==> src/logic/uart_echo_cfg.svh <==
// Build-time settings for the serial line echo unit
// Included by the packages and by every module that needs a rate or a size
`ifndef UART_ECHO_CFG_SVH
`define UART_ECHO_CFG_SVH

////////////////////////////////////////
// Clock and line rate
////////////////////////////////////////
`define UART_CLK_FREQ_HZ    250_000_000   // sys_clk, 4 ns period
`define UART_BAUD_RATE      15_625_000    // Fixed line rate
`define UART_CLKS_PER_BIT   (`UART_CLK_FREQ_HZ / `UART_BAUD_RATE)  // 16 clocks per bit

////////////////////////////////////////
// Line and buffer sizes
////////////////////////////////////////
`define UART_MAX_LINE       16            // Forced end of line after this many chars
// Power of two, at least two full lines plus one
`define UART_BUF_DEPTH      64

`endif

==> src/logic/uart_frame_pkg.sv <==
// Types for the serial side of the echo unit
// Bit timing counters and the receive and transmit state machines
`include "uart_echo_cfg.svh"

package uart_frame_pkg;

    // Counts clocks inside one bit period
    typedef logic [$clog2(`UART_CLKS_PER_BIT + 1) - 1:0] baud_cnt_t;

    typedef logic [2:0] bit_idx_t;      // Data bit 0..7, LSB first

    // Receiver FSM
    typedef enum logic [1:0] {
        RX_IDLE,    // Waiting for a falling edge
        RX_START,   // Checking start bit at mid-bit
        RX_DATA,    // Sampling 8 data bits
        RX_STOP     // Stop bit must read high
    } rx_state_e;

    // Transmitter FSM
    typedef enum logic [1:0] {
        TX_IDLE, TX_START, TX_DATA, TX_STOP
    } tx_state_e;

endpackage

==> src/logic/uart_line_pkg.sv <==
// Types for the character side of the echo unit
// Used between the receiver, the line buffer and the transmitter
`include "uart_echo_cfg.svh"

package uart_line_pkg;

    typedef logic [7:0] char_t;

    localparam char_t CHAR_CR = 8'h0D;  // Ends a line, also the empty-line marker
    localparam char_t CHAR_LF = 8'h0A;  // Discarded on input

    // One buffer slot
    typedef struct packed {
        char_t ch;      // Payload, not sent when it is the CR marker
        logic  eol;     // Last entry of a line
    } line_entry_t;

    typedef logic [$clog2(`UART_BUF_DEPTH) - 1:0]     buf_ptr_t;   // Slot address
    typedef logic [$clog2(`UART_BUF_DEPTH + 1) - 1:0] line_cnt_t;  // 0..DEPTH
    typedef logic [$clog2(`UART_MAX_LINE + 1) - 1:0]  line_len_t;  // Chars in open line

endpackage

==> src/logic/uart_echo.sv <==
// Top of the serial line echo unit
// Received lines are buffered and sent back on the tx pin with CR LF
`timescale 1ns/1ps

module uart_echo (
    input  logic                 sys_clk,
    input  logic                 sys_rst_n,
    input  logic                 uart_rx_port,
    output logic                 uart_tx_port,
    output uart_line_pkg::char_t uart_rx_data
);

    uart_line_pkg::line_entry_t wr_entry;   // Receiver to buffer
    logic                       wr_en;
    logic                       full;
    uart_line_pkg::line_entry_t rd_entry;   // Buffer head to transmitter
    logic                       rd_en;
    logic                       empty;
    logic                       line_ready;

    ////////////////////////////////////////
    // Receive, store, transmit
    ////////////////////////////////////////
    uart_line_rx ins_uart_line_rx (
        .sys_clk        (sys_clk),
        .sys_rst_n      (sys_rst_n),
        .uart_rx_port   (uart_rx_port),
        .full           (full),
        .wr_entry       (wr_entry),
        .wr_en          (wr_en),
        .uart_rx_data   (uart_rx_data)
    );

    uart_line_buffer ins_uart_line_buffer (
        .sys_clk        (sys_clk),
        .sys_rst_n      (sys_rst_n),
        .wr_entry       (wr_entry),
        .wr_en          (wr_en),
        .rd_en          (rd_en),
        .rd_entry       (rd_entry),
        .empty          (empty),
        .full           (full),
        .line_ready     (line_ready)
    );

    uart_line_tx ins_uart_line_tx (
        .sys_clk        (sys_clk),
        .sys_rst_n      (sys_rst_n),
        .rd_entry       (rd_entry),
        .empty          (empty),
        .line_ready     (line_ready),
        .rd_en          (rd_en),
        .uart_tx_port   (uart_tx_port)
    );

endmodule

==> src/logic/uart_line_buffer.sv <==
// Circular character store between receiver and transmitter
// Tracks complete lines so a line is only sent once its end has arrived
`timescale 1ns/1ps
`include "uart_echo_cfg.svh"

module uart_line_buffer (
    input  logic                       sys_clk,
    input  logic                       sys_rst_n,
    input  uart_line_pkg::line_entry_t wr_entry,
    input  logic                       wr_en,
    input  logic                       rd_en,
    output uart_line_pkg::line_entry_t rd_entry,
    output logic                       empty,
    output logic                       full,
    output logic                       line_ready
);

    localparam int DEPTH = `UART_BUF_DEPTH;

    uart_line_pkg::line_entry_t mem [DEPTH];
    uart_line_pkg::buf_ptr_t    wr_ptr;
    uart_line_pkg::buf_ptr_t    rd_ptr;
    uart_line_pkg::line_cnt_t   occupancy;          // Entries held
    uart_line_pkg::line_cnt_t   line_cnt;           // Complete lines held
    logic                       do_wr;
    logic                       do_rd;
    logic                       line_in;
    logic                       line_out;

    assign do_wr      = wr_en && !full;
    assign do_rd      = rd_en && !empty;
    assign line_in    = do_wr && wr_entry.eol;
    assign line_out   = do_rd && rd_entry.eol;
    assign full       = occupancy == uart_line_pkg::line_cnt_t'(DEPTH);
    assign empty      = occupancy == '0;
    assign rd_entry   = mem[rd_ptr];                 // Head, valid while !empty
    assign line_ready = line_cnt != '0;

    always_ff @(posedge sys_clk) begin
        if (do_wr) mem[wr_ptr] <= wr_entry;
    end

    ////////////////////////////////////////
    // Pointers and counters
    ////////////////////////////////////////
    always_ff @(posedge sys_clk) begin
        if (!sys_rst_n) begin
            wr_ptr    <= '0;
            rd_ptr    <= '0;
            occupancy <= '0;
            line_cnt  <= '0;
        end else begin
            if (do_wr) wr_ptr <= wr_ptr + 1'b1;     // Wraps, depth is a power of two
            if (do_rd) rd_ptr <= rd_ptr + 1'b1;
            case ({do_wr, do_rd})
                2'b10:   occupancy <= occupancy + 1'b1;
                2'b01:   occupancy <= occupancy - 1'b1;
                default: ;
            endcase
            case ({line_in, line_out})              // Same-cycle in and out cancel
                2'b10:   line_cnt <= line_cnt + 1'b1;
                2'b01:   line_cnt <= line_cnt - 1'b1;
                default: ;
            endcase
        end
    end

endmodule

==> src/logic/uart_line_rx.sv <==
// UART receiver that turns the rx pin into line buffer entries
// CR closes a line, LF is dropped, long lines are split at UART_MAX_LINE
`timescale 1ns/1ps
`include "uart_echo_cfg.svh"

module uart_line_rx (
    input  logic                       sys_clk,
    input  logic                       sys_rst_n,
    input  logic                       uart_rx_port,
    input  logic                       full,
    output uart_line_pkg::line_entry_t wr_entry,
    output logic                       wr_en,
    output uart_line_pkg::char_t       uart_rx_data
);

    localparam int CLKS_PER_BIT = `UART_CLKS_PER_BIT;
    localparam int HALF_BIT     = CLKS_PER_BIT / 2;

    logic [2:0]                rx_sync;     // [1:0] synchronizer, [2] previous level
    logic                      rx_pin;
    logic                      start_edge;
    logic                      half_end;
    logic                      bit_end;
    logic                      stop_good;
    logic                      line_done;
    uart_frame_pkg::rx_state_e state;
    uart_frame_pkg::baud_cnt_t baud_cnt;
    uart_frame_pkg::bit_idx_t  bit_idx;
    uart_line_pkg::char_t      shift_reg;
    uart_line_pkg::line_len_t  line_len;

    ////////////////////////////////////////
    // Pin synchronizer
    ////////////////////////////////////////
    always_ff @(posedge sys_clk) begin
        if (!sys_rst_n) begin
            rx_sync <= '1;                                  // Line idles high
        end else begin
            rx_sync <= {rx_sync[1:0], uart_rx_port};
        end
    end

    assign rx_pin     = rx_sync[1];
    assign start_edge = rx_sync[2] & ~rx_sync[1];       // High to low only
    assign half_end   = baud_cnt == uart_frame_pkg::baud_cnt_t'(HALF_BIT - 1);
    assign bit_end    = baud_cnt == uart_frame_pkg::baud_cnt_t'(CLKS_PER_BIT - 1);
    assign stop_good  = (state == uart_frame_pkg::RX_STOP) && bit_end && rx_pin;
    assign line_done  = line_len == uart_line_pkg::line_len_t'(`UART_MAX_LINE - 1);

    ////////////////////////////////////////
    // Deframing FSM
    ////////////////////////////////////////
    always_ff @(posedge sys_clk) begin
        if (!sys_rst_n) begin
            state    <= uart_frame_pkg::RX_IDLE;
            baud_cnt <= '0;
            bit_idx  <= '0;
        end else begin
            case (state)
                uart_frame_pkg::RX_IDLE: begin
                    baud_cnt <= '0;
                    if (start_edge) state <= uart_frame_pkg::RX_START;
                end
                uart_frame_pkg::RX_START: begin
                    if (half_end) begin                     // Mid start bit
                        baud_cnt <= '0;
                        bit_idx  <= '0;
                        state    <= rx_pin ? uart_frame_pkg::RX_IDLE    // Glitch
                                           : uart_frame_pkg::RX_DATA;
                    end else begin
                        baud_cnt <= baud_cnt + 1'b1;
                    end
                end
                uart_frame_pkg::RX_DATA: begin
                    if (bit_end) begin
                        baud_cnt <= '0;
                        bit_idx  <= bit_idx + 1'b1;
                        if (bit_idx == 3'd7) state <= uart_frame_pkg::RX_STOP;
                    end else begin
                        baud_cnt <= baud_cnt + 1'b1;
                    end
                end
                uart_frame_pkg::RX_STOP: begin
                    // Bad stop bit just falls back to idle
                    if (bit_end) state <= uart_frame_pkg::RX_IDLE;
                    else         baud_cnt <= baud_cnt + 1'b1;
                end
                default: state <= uart_frame_pkg::RX_IDLE;
            endcase
        end
    end

    // Data bits arrive LSB first
    always_ff @(posedge sys_clk) begin
        if (state == uart_frame_pkg::RX_DATA && bit_end) shift_reg <= {rx_pin, shift_reg[7:1]};
    end

    ////////////////////////////////////////
    // Line assembly
    ////////////////////////////////////////
    always_ff @(posedge sys_clk) begin
        if (!sys_rst_n) begin
            wr_en        <= 1'b0;
            uart_rx_data <= '0;
            line_len     <= '0;
        end else begin
            wr_en <= 1'b0;                                  // Strobe
            if (stop_good) begin
                uart_rx_data <= shift_reg;                  // Every good byte, CR and LF too
                if (shift_reg == uart_line_pkg::CHAR_CR) begin
                    wr_en    <= !full;                      // End-of-line marker
                    line_len <= '0;
                end else if (shift_reg != uart_line_pkg::CHAR_LF && !full) begin
                    wr_en    <= 1'b1;
                    line_len <= line_done ? '0 : line_len + 1'b1;   // Forced split
                end
            end
        end
    end

    always_ff @(posedge sys_clk) begin
        if (stop_good) begin
            wr_entry.ch  <= shift_reg;
            wr_entry.eol <= (shift_reg == uart_line_pkg::CHAR_CR) || line_done;
        end
    end

endmodule

==> src/logic/uart_line_tx.sv <==
// UART transmitter that drains one complete line at a time from the buffer
// Sends the line characters, then CR LF, then looks for the next line
`timescale 1ns/1ps
`include "uart_echo_cfg.svh"

module uart_line_tx (
    input  logic                       sys_clk,
    input  logic                       sys_rst_n,
    input  uart_line_pkg::line_entry_t rd_entry,
    input  logic                       empty,
    input  logic                       line_ready,
    output logic                       rd_en,
    output logic                       uart_tx_port
);

    localparam int CLKS_PER_BIT = `UART_CLKS_PER_BIT;

    // Source of the next byte
    typedef enum logic [1:0] {
        SEQ_CHAR,   // From the buffer
        SEQ_CR,
        SEQ_LF
    } seq_e;

    uart_frame_pkg::tx_state_e state;
    uart_frame_pkg::baud_cnt_t baud_cnt;
    uart_frame_pkg::bit_idx_t  bit_idx;
    uart_line_pkg::char_t      shift_reg;
    uart_line_pkg::char_t      next_byte;
    seq_e                      seq;
    seq_e                      next_seq;
    logic                      launch;
    logic                      pop;
    logic                      bit_end;
    logic                      shift_out;

    assign bit_end   = baud_cnt == uart_frame_pkg::baud_cnt_t'(CLKS_PER_BIT - 1);
    assign shift_out = bit_end && (state == uart_frame_pkg::TX_START ||
                       (state == uart_frame_pkg::TX_DATA && bit_idx != 3'd7));

    ////////////////////////////////////////
    // Byte sequencer
    ////////////////////////////////////////
    always_comb begin
        launch    = 1'b0;
        pop       = 1'b0;
        next_byte = uart_line_pkg::CHAR_CR;
        next_seq  = seq;
        case (seq)
            SEQ_CHAR: begin
                if (line_ready && !empty) begin     // Whole line is in the buffer
                    launch = 1'b1;
                    pop    = 1'b1;
                    if (rd_entry.ch == uart_line_pkg::CHAR_CR) begin
                        next_seq = SEQ_LF;          // Marker, CR goes out now
                    end else begin
                        next_byte = rd_entry.ch;
                        next_seq  = rd_entry.eol ? SEQ_CR : SEQ_CHAR;
                    end
                end
            end
            SEQ_CR: begin
                launch   = 1'b1;
                next_seq = SEQ_LF;
            end
            SEQ_LF: begin
                launch    = 1'b1;
                next_byte = uart_line_pkg::CHAR_LF;
                next_seq  = SEQ_CHAR;               // Line finished
            end
            default: next_seq = SEQ_CHAR;
        endcase
    end

    ////////////////////////////////////////
    // Serializer FSM
    ////////////////////////////////////////
    always_ff @(posedge sys_clk) begin
        if (!sys_rst_n) begin
            state        <= uart_frame_pkg::TX_IDLE;
            seq          <= SEQ_CHAR;
            baud_cnt     <= '0;
            bit_idx      <= '0;
            rd_en        <= 1'b0;
            uart_tx_port <= 1'b1;                       // Idle high
        end else begin
            rd_en <= 1'b0;
            baud_cnt <= bit_end ? '0 : baud_cnt + 1'b1;
            case (state)
                uart_frame_pkg::TX_IDLE: begin
                    baud_cnt <= '0;
                    if (launch) begin
                        uart_tx_port <= 1'b0;           // Start bit
                        rd_en        <= pop;            // Pop as the frame starts
                        seq          <= next_seq;
                        state        <= uart_frame_pkg::TX_START;
                    end
                end
                uart_frame_pkg::TX_START: begin
                    if (bit_end) begin
                        bit_idx      <= '0;
                        uart_tx_port <= shift_reg[0];
                        state        <= uart_frame_pkg::TX_DATA;
                    end
                end
                uart_frame_pkg::TX_DATA: begin
                    if (bit_end) begin
                        bit_idx <= bit_idx + 1'b1;
                        if (bit_idx == 3'd7) begin
                            uart_tx_port <= 1'b1;       // Stop bit
                            state        <= uart_frame_pkg::TX_STOP;
                        end else begin
                            uart_tx_port <= shift_reg[0];
                        end
                    end
                end
                uart_frame_pkg::TX_STOP: begin
                    if (bit_end) state <= uart_frame_pkg::TX_IDLE;
                end
                default: state <= uart_frame_pkg::TX_IDLE;
            endcase
        end
    end

    // LSB first
    always_ff @(posedge sys_clk) begin
        if (state == uart_frame_pkg::TX_IDLE && launch) shift_reg <= next_byte;
        else if (shift_out)                              shift_reg <= shift_reg >> 1;
    end

endmodule

==> config.mk <==
export PLATFORM = sky130hd
export DESIGN_NAME = uart_echo
export DESIGN_NICKNAME = d
export VERILOG_FILES = /design/src/logic/uart_frame_pkg.sv /design/src/logic/uart_line_pkg.sv /design/src/logic/uart_echo.sv /design/src/logic/uart_line_buffer.sv /design/src/logic/uart_line_rx.sv /design/src/logic/uart_line_tx.sv
export VERILOG_INCLUDE_DIRS = /design/src /design/src/logic
export SDC_FILE = /design/constraint.sdc
export NUM_CORES = 1
export LEC_CHECK = 0
export BUFFER_PORTS_ARGS = -buffer_cell sky130_fd_sc_hd__buf_4
export CORE_AREA = 2 2 318 194
export DETAILED_ROUTE_END_ITERATION = 8
export DIE_AREA = 0 0 320 196
export GPL_TIMING_DRIVEN = 0
export PLACE_DENSITY = 0.67
export SKIP_CTS_REPAIR_TIMING = 1
export SLEW_MARGIN = 20
export SYNTH_ARGS = -nofsm -noshare
export SYNTH_HDL_FRONTEND = slang
export SYNTH_SLANG_ARGS = --single-unit
==> constraint.sdc <==
create_clock -name sys_clk -period 13.38 [get_ports sys_clk]
set_input_delay 1.338 -clock sys_clk [delete_from_list [all_inputs] [get_ports sys_clk]]
set_output_delay 1.338 -clock sys_clk [all_outputs]
set_load 0.03 [all_outputs]
# ---- After elaboration in Yosys (flattened, before gate mapping)
# Memory sizes are Yosys's and may differ from the RTL's. A register that Yosys moved wholly into a read port is not among the register bits.
# Cells that the tools add are included.
dict set report totals {
  inputBits 3
  ram_bits 576
  romBits 0
  latch_bits 0
  output_inout_bits 9
  regBits 92
  n_memories 1
}
dict set report op_classes {
  muxes 50
  bitwise_logic 3
  div 0
  n_lt_le_gt_ge 0
  shifts 0
  addsub 11
  reduce_logical 39
  eq_ne 35
  multipliers 0
}
# name depth word_bits rd rd_clocked_by_memory_dff wr line_no
set memory_table {}
lappend memory_table {ins_uart_line_buffer.mem 64 9 1 1 1 uart_line_buffer.sv:20} ;# uart_line_pkg::line_entry_t mem [DEPTH];
# operator count
set ops {}
lappend ops {{two-way mux 8 bit} 4}
lappend ops {{two-way mux 5 bit} 6}
lappend ops {{one-hot mux 7 bit (2 select lines)} 2}
lappend ops {{two-way mux 2 bit} 13}
lappend ops {{inequality test 2 x 1 -> 1 bit (second input constant)} 10}
lappend ops {{one-hot mux 5 bit (4 select lines)} 1}
lappend ops {{== test 8 x 4 -> 1 bit (second input constant)} 2}
lappend ops {{one-hot mux 2 bit (4 select lines)} 2}
lappend ops {{one-hot mux 8 bit (2 select lines)} 1}
lappend ops {{adder 5 x 1 -> 5 bit (second input constant)} 3}
lappend ops {{== test 5 x 4 -> 1 bit (second input constant)} 3}
lappend ops {{adder 7 x 1 -> 7 bit (second input constant)} 2}
lappend ops {{== test 2 bit (second input constant)} 7}
lappend ops {{subtractor 7 x 1 -> 7 bit (second input constant)} 2}
lappend ops {{adder 6 x 1 -> 6 bit (second input constant)} 2}
lappend ops {{logical AND 1 bit} 12}
lappend ops {{two-way mux 3 bit} 4}
lappend ops {{two-way mux 6 bit} 2}
lappend ops {{one-hot mux 3 bit (2 select lines)} 2}
lappend ops {{nonzero test 2 bit} 6}
lappend ops {{== test 2 x 1 -> 1 bit (second input constant)} 5}
lappend ops {{two-way mux 1 bit} 10}
lappend ops {{AND reduction 5 bit} 2}
lappend ops {{AND reduction 3 bit} 3}
lappend ops {{other kinds (22)} 32}

# ---- Depth between registers and ports, before layout
# Gate-level depths: netlist of the first run.
dict set report logic_depth {
  ltp_word 7
  depth_mapped 18
  mapped_depth_nobuf 14
}

# ---- Cells and area by module
# From an unflattened synthesis of the first run, not the netlist that was laid out.
dict set report hier_totals {
  cells_unflattened 1504
  area_unflattened_um2 27203.6
}
# mod area_per_inst_um2 cells_per_inst n_inst
set by_module_without_submodules {}
lappend by_module_without_submodules {uart_line_buffer 24146.9 1194 1}
lappend by_module_without_submodules {uart_line_rx 1880.6 183 1}
lappend by_module_without_submodules {uart_line_tx 1176.1 127 1}

# ---- Least setup slack after synthesis of the first run
# Ideal clock, no wire load.
dict set report synth_path {
  kind {flip-flop to flip-flop}
  start {reg (tool-made name)}
  end {reg ins_uart_line_buffer.line_cnt[6]}
  path_stages_with_launch 19
  required_ns 13.252
  slack_ns 8.916
  arrival_time_ns 4.336
  synth_period_minus_slack_ns 4.464
  cell_sequence {dfxtp_1 -> buf_2 -> buf_2 -> clkbuf_1 -> mux4_2 -> mux4_2 -> mux4_2 -> and2_1 -> ha_1 -> clkbuf_1 -> xor2_1 -> ha_1 -> a21oi_1 -> o21ai_0 -> a2111oi_0 -> o21ai_0 -> a21oi_1 -> xnor2_1 -> nor2_1}
}
# item line_no
set synth_rtl {}
lappend synth_rtl {{to (signal assigned)} uart_line_buffer.sv:61} ;# 2'b10: line_cnt <= line_cnt + 1'b1;
lappend synth_rtl {{to (signal assigned)} uart_line_buffer.sv:62} ;# 2'b01: line_cnt <= line_cnt - 1'b1;
lappend synth_rtl {{to (decl)} uart_line_buffer.sv:24} ;# uart_line_pkg::line_cnt_t line_cnt;

==> results.sh, run 1 <==
export IMPL_run_status="finished, final reports clean"
export IMPL_std_cell_rows=70
export IMPL_hold_viol_final=0
export IMPL_syn_inst=1466
export IMPL_worstHoldPathCells=1
export IMPL_cpMaxStageDelayCell="clkbuf_1"
export IMPL_port_buffers=11
export IMPL_die_y_um=196
export IMPL_antenna_left=0
export IMPL_fin_crit_ps=6030
export IMPL_mostFrequentLayoutCells="edfxtp_1 (601), mux4_2 (146), nor2_1 (112)"
export IMPL_initial_core_util=0.444
export IMPL_async_flop_share=0
export IMPL_wl_per_cell_um=29.4
export IMPL_core_area_mm2=0.0601
export IMPL_start_kind="flop"
export IMPL_drc=0
export IMPL_cp_arrival_ps=6520
export IMPL_cp_end_kind="flop"
export IMPL_whs_ps=409
export IMPL_grt_max_degree=29
export IMPL_ys_flop_type="edfxtp_1"
export IMPL_holdCritPathClass="reg -> reg"
export IMPL_numClockSinks=674
export IMPL_root_buffer="clkbuf_16"
export IMPL_synth_nets=1503
export IMPL_fin_util=0.498
export IMPL_slowest_delay_ps=830
export IMPL_die_width_um=320
export IMPL_wirelength_mm=70.4
export IMPL_overflow=0
export IMPL_drive_gt1_frac=0.189
export IMPL_antenna_cells=0
export IMPL_path_clk_slew_ps=70
export IMPL_grt_usage=0.225
export IMPL_dieArea_mm2=0.0627
export IMPL_largest_reg_flops=576
export IMPL_finalWeightedCongestion=0.924
export IMPL_fin_worst_skew_ps=25.1
export IMPL_critical_path_required_ps=13870
export IMPL_multi_input_area_mm2=0.00670
export IMPL_synth_edf_count=601
export IMPL_finalSetupViolations=0
export IMPL_max_slew_margin=0.169
export IMPL_worstPathMaxFanout=10
export IMPL_power_leakage_nw=9.12
export IMPL_clockBufferDepth=3
export IMPL_htreeDepth=2
export IMPL_cap_violations=0
export IMPL_avgViaCountPerCell=6.14
export IMPL_top_register="ins_uart_line_buffer.mem"
export IMPL_syn2layout_area_growth_pct=12.3
export IMPL_vdd_ir_drop_max_mv=0.0916
export IMPL_antenna_found_initial=1
export IMPL_critical_path_class="reg -> reg"
export IMPL_yosysSeqAreaShare=0.732
export IMPL_slew_viol_final=0
export IMPL_min_to="ins_uart_line_rx.rx_sync[1]"
export IMPL_nets=1598
export IMPL_tns_ps=0
export IMPL_period_share=0.450
export IMPL_rrSetupSlack_ps=7350
export IMPL_reg_top3="ins_uart_line_buffer.mem (576), ins_uart_line_rx.wr_entry (9)"
export IMPL_ff2ff_path_depth=18
export IMPL_hpwl_mm=48.2
export IMPL_syn_area_per_cell_um2=18.2
export IMPL_cts_tree="yes"
export IMPL_rsz0062_at_grt="false"
export IMPL_ios=12
export IMPL_worst_pin_slew_ps=1250
export IMPL_cpMostUsedCell="mux4_2"
export IMPL_vias=14706
export IMPL_syn_area_mm2=0.0267
export IMPL_grt_pass1_wl_mm=99.6
export IMPL_cts_made_buffers=57
export IMPL_r2r_end="ins_uart_line_buffer.line_cnt[6]"
export IMPL_final_common_cell="edfxtp_1"
export IMPL_max_freq_mhz=166
export IMPL_grt_pass1_vias=13842
export IMPL_fillers=4816
export IMPL_worstSkewPairLatency_ps=620
export IMPL_yosys_warnings=0
export IMPL_crit_chain="buf_2, buf_4, clkbuf_1, mux4_2, mux4_2, mux4_2, and2_1, ha_1, clkbuf_1, xor2_1, ha_1, a21oi_1, o21ai_0, a2111oi_0, o21ai_0, a21oi_1, xnor2_1, nor2_1"
export IMPL_final_seq_area_mm2=0.0195
export IMPL_ys_types=56
export IMPL_ys_ff_latch=674
export IMPL_worstHoldStart="ins_uart_line_rx.rx_sync[0]"
export IMPL_drt_pass1_iterations=5
export IMPL_drt_iter0_drc=2195
export IMPL_p_per_area_mw_per_mm2=131
-- power by group --
group | total (mW) | internal (mW) | switching [mW]
registers | 2.26 | 2.26 | 0.00300
logic | 0.0335 | 0.0107 | 0.0229
clock network | 1.61 | 0.872 | 0.741
total | 3.91 | 3.14 | 0.767
-- logic make-up (layout without fill, tap and decap cells) --
logic type                 count (synthesis)  count (layout)  synth area share
DFF                                      674             674             0.732
and+or+nand+nor                          295             295            0.0526
AOI/OAI and AO/OA                        188             188            0.0435
muxes                                    160             160             0.131
buffers and inverters                     94             233            0.0182
adders and majority gates                 34              34            0.0162
xor gates and xnor gates                  21              21           0.00690
-- Yosys cell counts, types with 10 or more instances --
| cell type | number | area (µm²) |
|---|---|---|
| a21oi_1 | 74 | 370 |
| a22oi_1 | 54 | 405 |
| clkbuf_1 | 39 | 146 |
| dfxtp_1 | 73 | 1460 |
| edfxtp_1 | 601 | 18000 |
| ha_1 | 33 | 413 |
| inv_1 | 21 | 78.8 |
| mux2i_1 | 10 | 100 |
| mux4_2 | 146 | 3290 |
| nand2_1 | 63 | 236 |
| nand3_1 | 14 | 70.1 |
| nor2_1 | 122 | 458 |
| nor2b_1 | 18 | 113 |
| o21ai_0 | 27 | 135 |
| xnor2_1 | 10 | 87.6 |
| xor2_1 | 11 | 96.3 |
-- final cells by class --
cell class / instances / area share
clock inverter: 28 / 0.00798
inverter: 24 / 0.00301
clock buffer: 75 / 0.0506
buffer: 70 / 0.0133
sequential: 674 / 0.652
tap: 792 / 0.0331
timing repair buffer: 36 / 0.0167
multi-input combinational: 698 / 0.224
-- how the worst max path moves through the flow --
stage	from	endpoint	slack, ps	cells after the start
after floorplan	flop	ins_uart_line_buffer.line_cnt[6]	8920	18
after global placement	flop	ins_uart_line_buffer.line_cnt[6]	7090	18
after detailed placement	flop	ins_uart_line_buffer.line_cnt[6]	7460	18
after CTS	flop	ins_uart_line_buffer.line_cnt[6]	7420	18
after global routing	flop	ins_uart_line_buffer.line_cnt[6]	6990	18
final	flop	ins_uart_line_buffer.line_cnt[6]	7350	18
-- layer usage --
layer  vias up  track usage  share of wire
li1       6057            -              -
met1      7622        0.343           0.42
met2       903        0.300           0.40
met3       122       0.0904           0.15
met4         2       0.0516          0.024
met5         -            0         0.0013
-- critical path: cells and delay by family (launching register included) --
kind | cells | cell delay, ps
compound gates | 5 | 1150
buf+inv | 4 | 1790
fa+ha+maj | 2 | 390
mux | 3 | 1550
simple gates | 2 | 290
flops | 1 | 340
xor+xnor | 2 | 340
-- stage by stage --
stage / setup WS, ps / power [mW] / cells / cell area, µm²
6_report: 7350 / 3.91 / 2397 / 29900
5_1_grt: 6990 / 4.00 / 2397 / 29900
4_1_cts: 7420 / 3.92 / 2397 / 29900
3_5_place_dp: 7460 / 2.34 / 2294 / 28200
3_3_place_gp: 7090 / 2.34 / 2269 / 27700
2_1_floorplan: 8920 / 2.33 / 1466 / 26700
Note: power is estimated with default switching activity, not from simulation.
==> inputs of run 2 (changes only) <==
Clock period 13.38 ns to 6.1 ns, I/O delays scaled along.
==> results.sh, run 2 (synthesis gave the netlist of run 1 again) <==
export IMPL_run_status="finished, final reports clean"
export IMPL_dpl_worst_slack_ps=180
export IMPL_initial_core_util=0.444
export IMPL_drt_iter0_drc=2210
export IMPL_top_register="ins_uart_line_buffer.mem"
export IMPL_period_share=0.944
export IMPL_reg_top3="ins_uart_line_buffer.mem (576), ins_uart_line_rx.wr_entry (9)"
export IMPL_vdd_ir_drop_max_mv=0.197
export IMPL_critical_path_class="reg -> reg"
export IMPL_port_buffers=11
export IMPL_wirelength_mm=70.2
export IMPL_largest_reg_flops=576
export IMPL_overflow=0
export IMPL_cts_tree="yes"
export IMPL_power_leakage_nw=9.35
export IMPL_drt_pass1_iterations=6
export IMPL_p_per_area_mw_per_mm2=286
export IMPL_tns_ps=0
export IMPL_fin_crit_ps=5760
export IMPL_nets=1596
export IMPL_grt_pass1_vias=13842
export IMPL_path_buf_inv=4
export IMPL_dp_cells=2294
export IMPL_setup_ws_ps=344
export IMPL_cp_arrival_ps=6240
export IMPL_grt_usage=0.225
export IMPL_max_slew_margin=0.172
export IMPL_worstPathMaxFanout=10
export IMPL_place_area_mm2=0.0282
export IMPL_antenna_left=0
export IMPL_slew_viol_final=0
export IMPL_cts_made_buffers=57
export IMPL_finalSetupViolations=0
export IMPL_grt_max_degree=29
export IMPL_finalWeightedCongestion=0.924
export IMPL_worstSkewPairLatency_ps=630
export IMPL_syn2layout_area_growth_pct=12.3
export IMPL_final_common_cell="edfxtp_1"
export IMPL_worst_pin_slew_ps=1240
export IMPL_antenna_found_initial=1
export IMPL_start_kind="flop"
export IMPL_crit_family="multiplexers"
export IMPL_drc=0
export IMPL_ios=12
export IMPL_crit_chain="buf_2, clkbuf_4, clkbuf_4, mux4_2, mux4_2, mux4_2, and2_1, ha_1, clkbuf_1, xor2_1, ha_1, a21oi_1, o21ai_0, a2111oi_0, o21ai_0, a21oi_1, xnor2_1, nor2_1"
export IMPL_hpwl_mm=48.2
export IMPL_layout_cells_non_filler=2395
export IMPL_antenna_cells=0
export IMPL_dieArea_mm2=0.0627
export IMPL_fin_util=0.498
export IMPL_root_buffer="clkbuf_16"
export IMPL_cap_violations=0
export IMPL_grt_pass1_wl_mm=99.6
export IMPL_wl_per_cell_um=29.3
export IMPL_critical_path_required_ps=6580
export IMPL_numClockSinks=674
export IMPL_rsz0062_at_grt="false"
export IMPL_vias=14697
export IMPL_clockBufferDepth=3
export IMPL_hold_viol_final=0
export IMPL_fin_worst_skew_ps=34.5
export IMPL_core_area_mm2=0.0601
export IMPL_path_clk_slew_ps=70
export IMPL_die_y_um=196
export IMPL_drive_gt1_frac=0.189
export IMPL_mostFrequentLayoutCells="edfxtp_1 (601), mux4_2 (146), nor2_1 (112)"
export IMPL_max_freq_mhz=174
export IMPL_std_cell_rows=70
export IMPL_htreeDepth=2
export IMPL_holdCritPathClass="in -> reg"
export IMPL_die_width_um=320
export IMPL_fin_area_mm2=0.0299
export IMPL_slowest_delay_ps=570
export IMPL_cpMaxStageDelayCell="mux4_2"
export IMPL_cp_end_kind="flop"
export IMPL_avgViaCountPerCell=6.14
export IMPL_cpMostUsedCell="mux4_2"
-- run 2: worst reg2reg max path, stage by stage (launching register included) --
cell	delay, ps
dfxtp_1	340
buf_2	360
clkbuf_4	450
clkbuf_4	400
mux4_2	530
mux4_2	570
mux4_2	550
and2_1	240
ha_1	190
clkbuf_1	220
xor2_1	200
ha_1	210
a21oi_1	230
o21ai_0	170
a2111oi_0	450
o21ai_0	130
a21oi_1	170
xnor2_1	140
nor2_1	50
-- run 2: worst paths after layout --
check,from,to,slack [ps],cells after the start
max,flop,ins_uart_line_buffer.line_cnt[6],340,18
min,uart_rx_port,ins_uart_line_rx.rx_sync[0],160,2
max reg2reg,flop,ins_uart_line_buffer.line_cnt[6],340,18
min reg2reg,ins_uart_line_rx.rx_sync[0],ins_uart_line_rx.rx_sync[1],410,1
-- run 2: area by class of cell --
class | count | area [µm²]
clock inverter | 28 | 239
buffer | 68 | 395
sequential | 674 | 19500
inverter | 24 | 90.1
fill | 4816 | 30100
timing repair buffer | 36 | 500
tap | 792 | 991
clock buffer | 75 | 1510
multi-input combinational | 698 | 6700
-- run 2: report_power, final --
part | internal [mW] | switching, mW
Combinational | 0.0233 | 0.0502
Sequential | 4.95 | 0.00660
Clock | 1.91 | 1.63
-- run 2: metrics by stage --
stage / power (mW) / hold WS, ps
finish: 8.58 / 160
global route: 8.78 / 162
CTS: 8.59 / 153
detailed placement: 5.13 / 400
global placement: 5.13 / 396
floorplan: 5.11 / 386
-- run 2: routing by layer --
| metal | global-route usage | part of all wire | vias up |
|---|---|---|---|
| met5 | 0 | 0 | - |
| met4 | 0.0516 | 0.023 | 0 |
| met3 | 0.0904 | 0.14 | 125 |
| met2 | 0.300 | 0.40 | 896 |
| met1 | 0.343 | 0.43 | 7632 |
| li1 | - | - | 6044 |
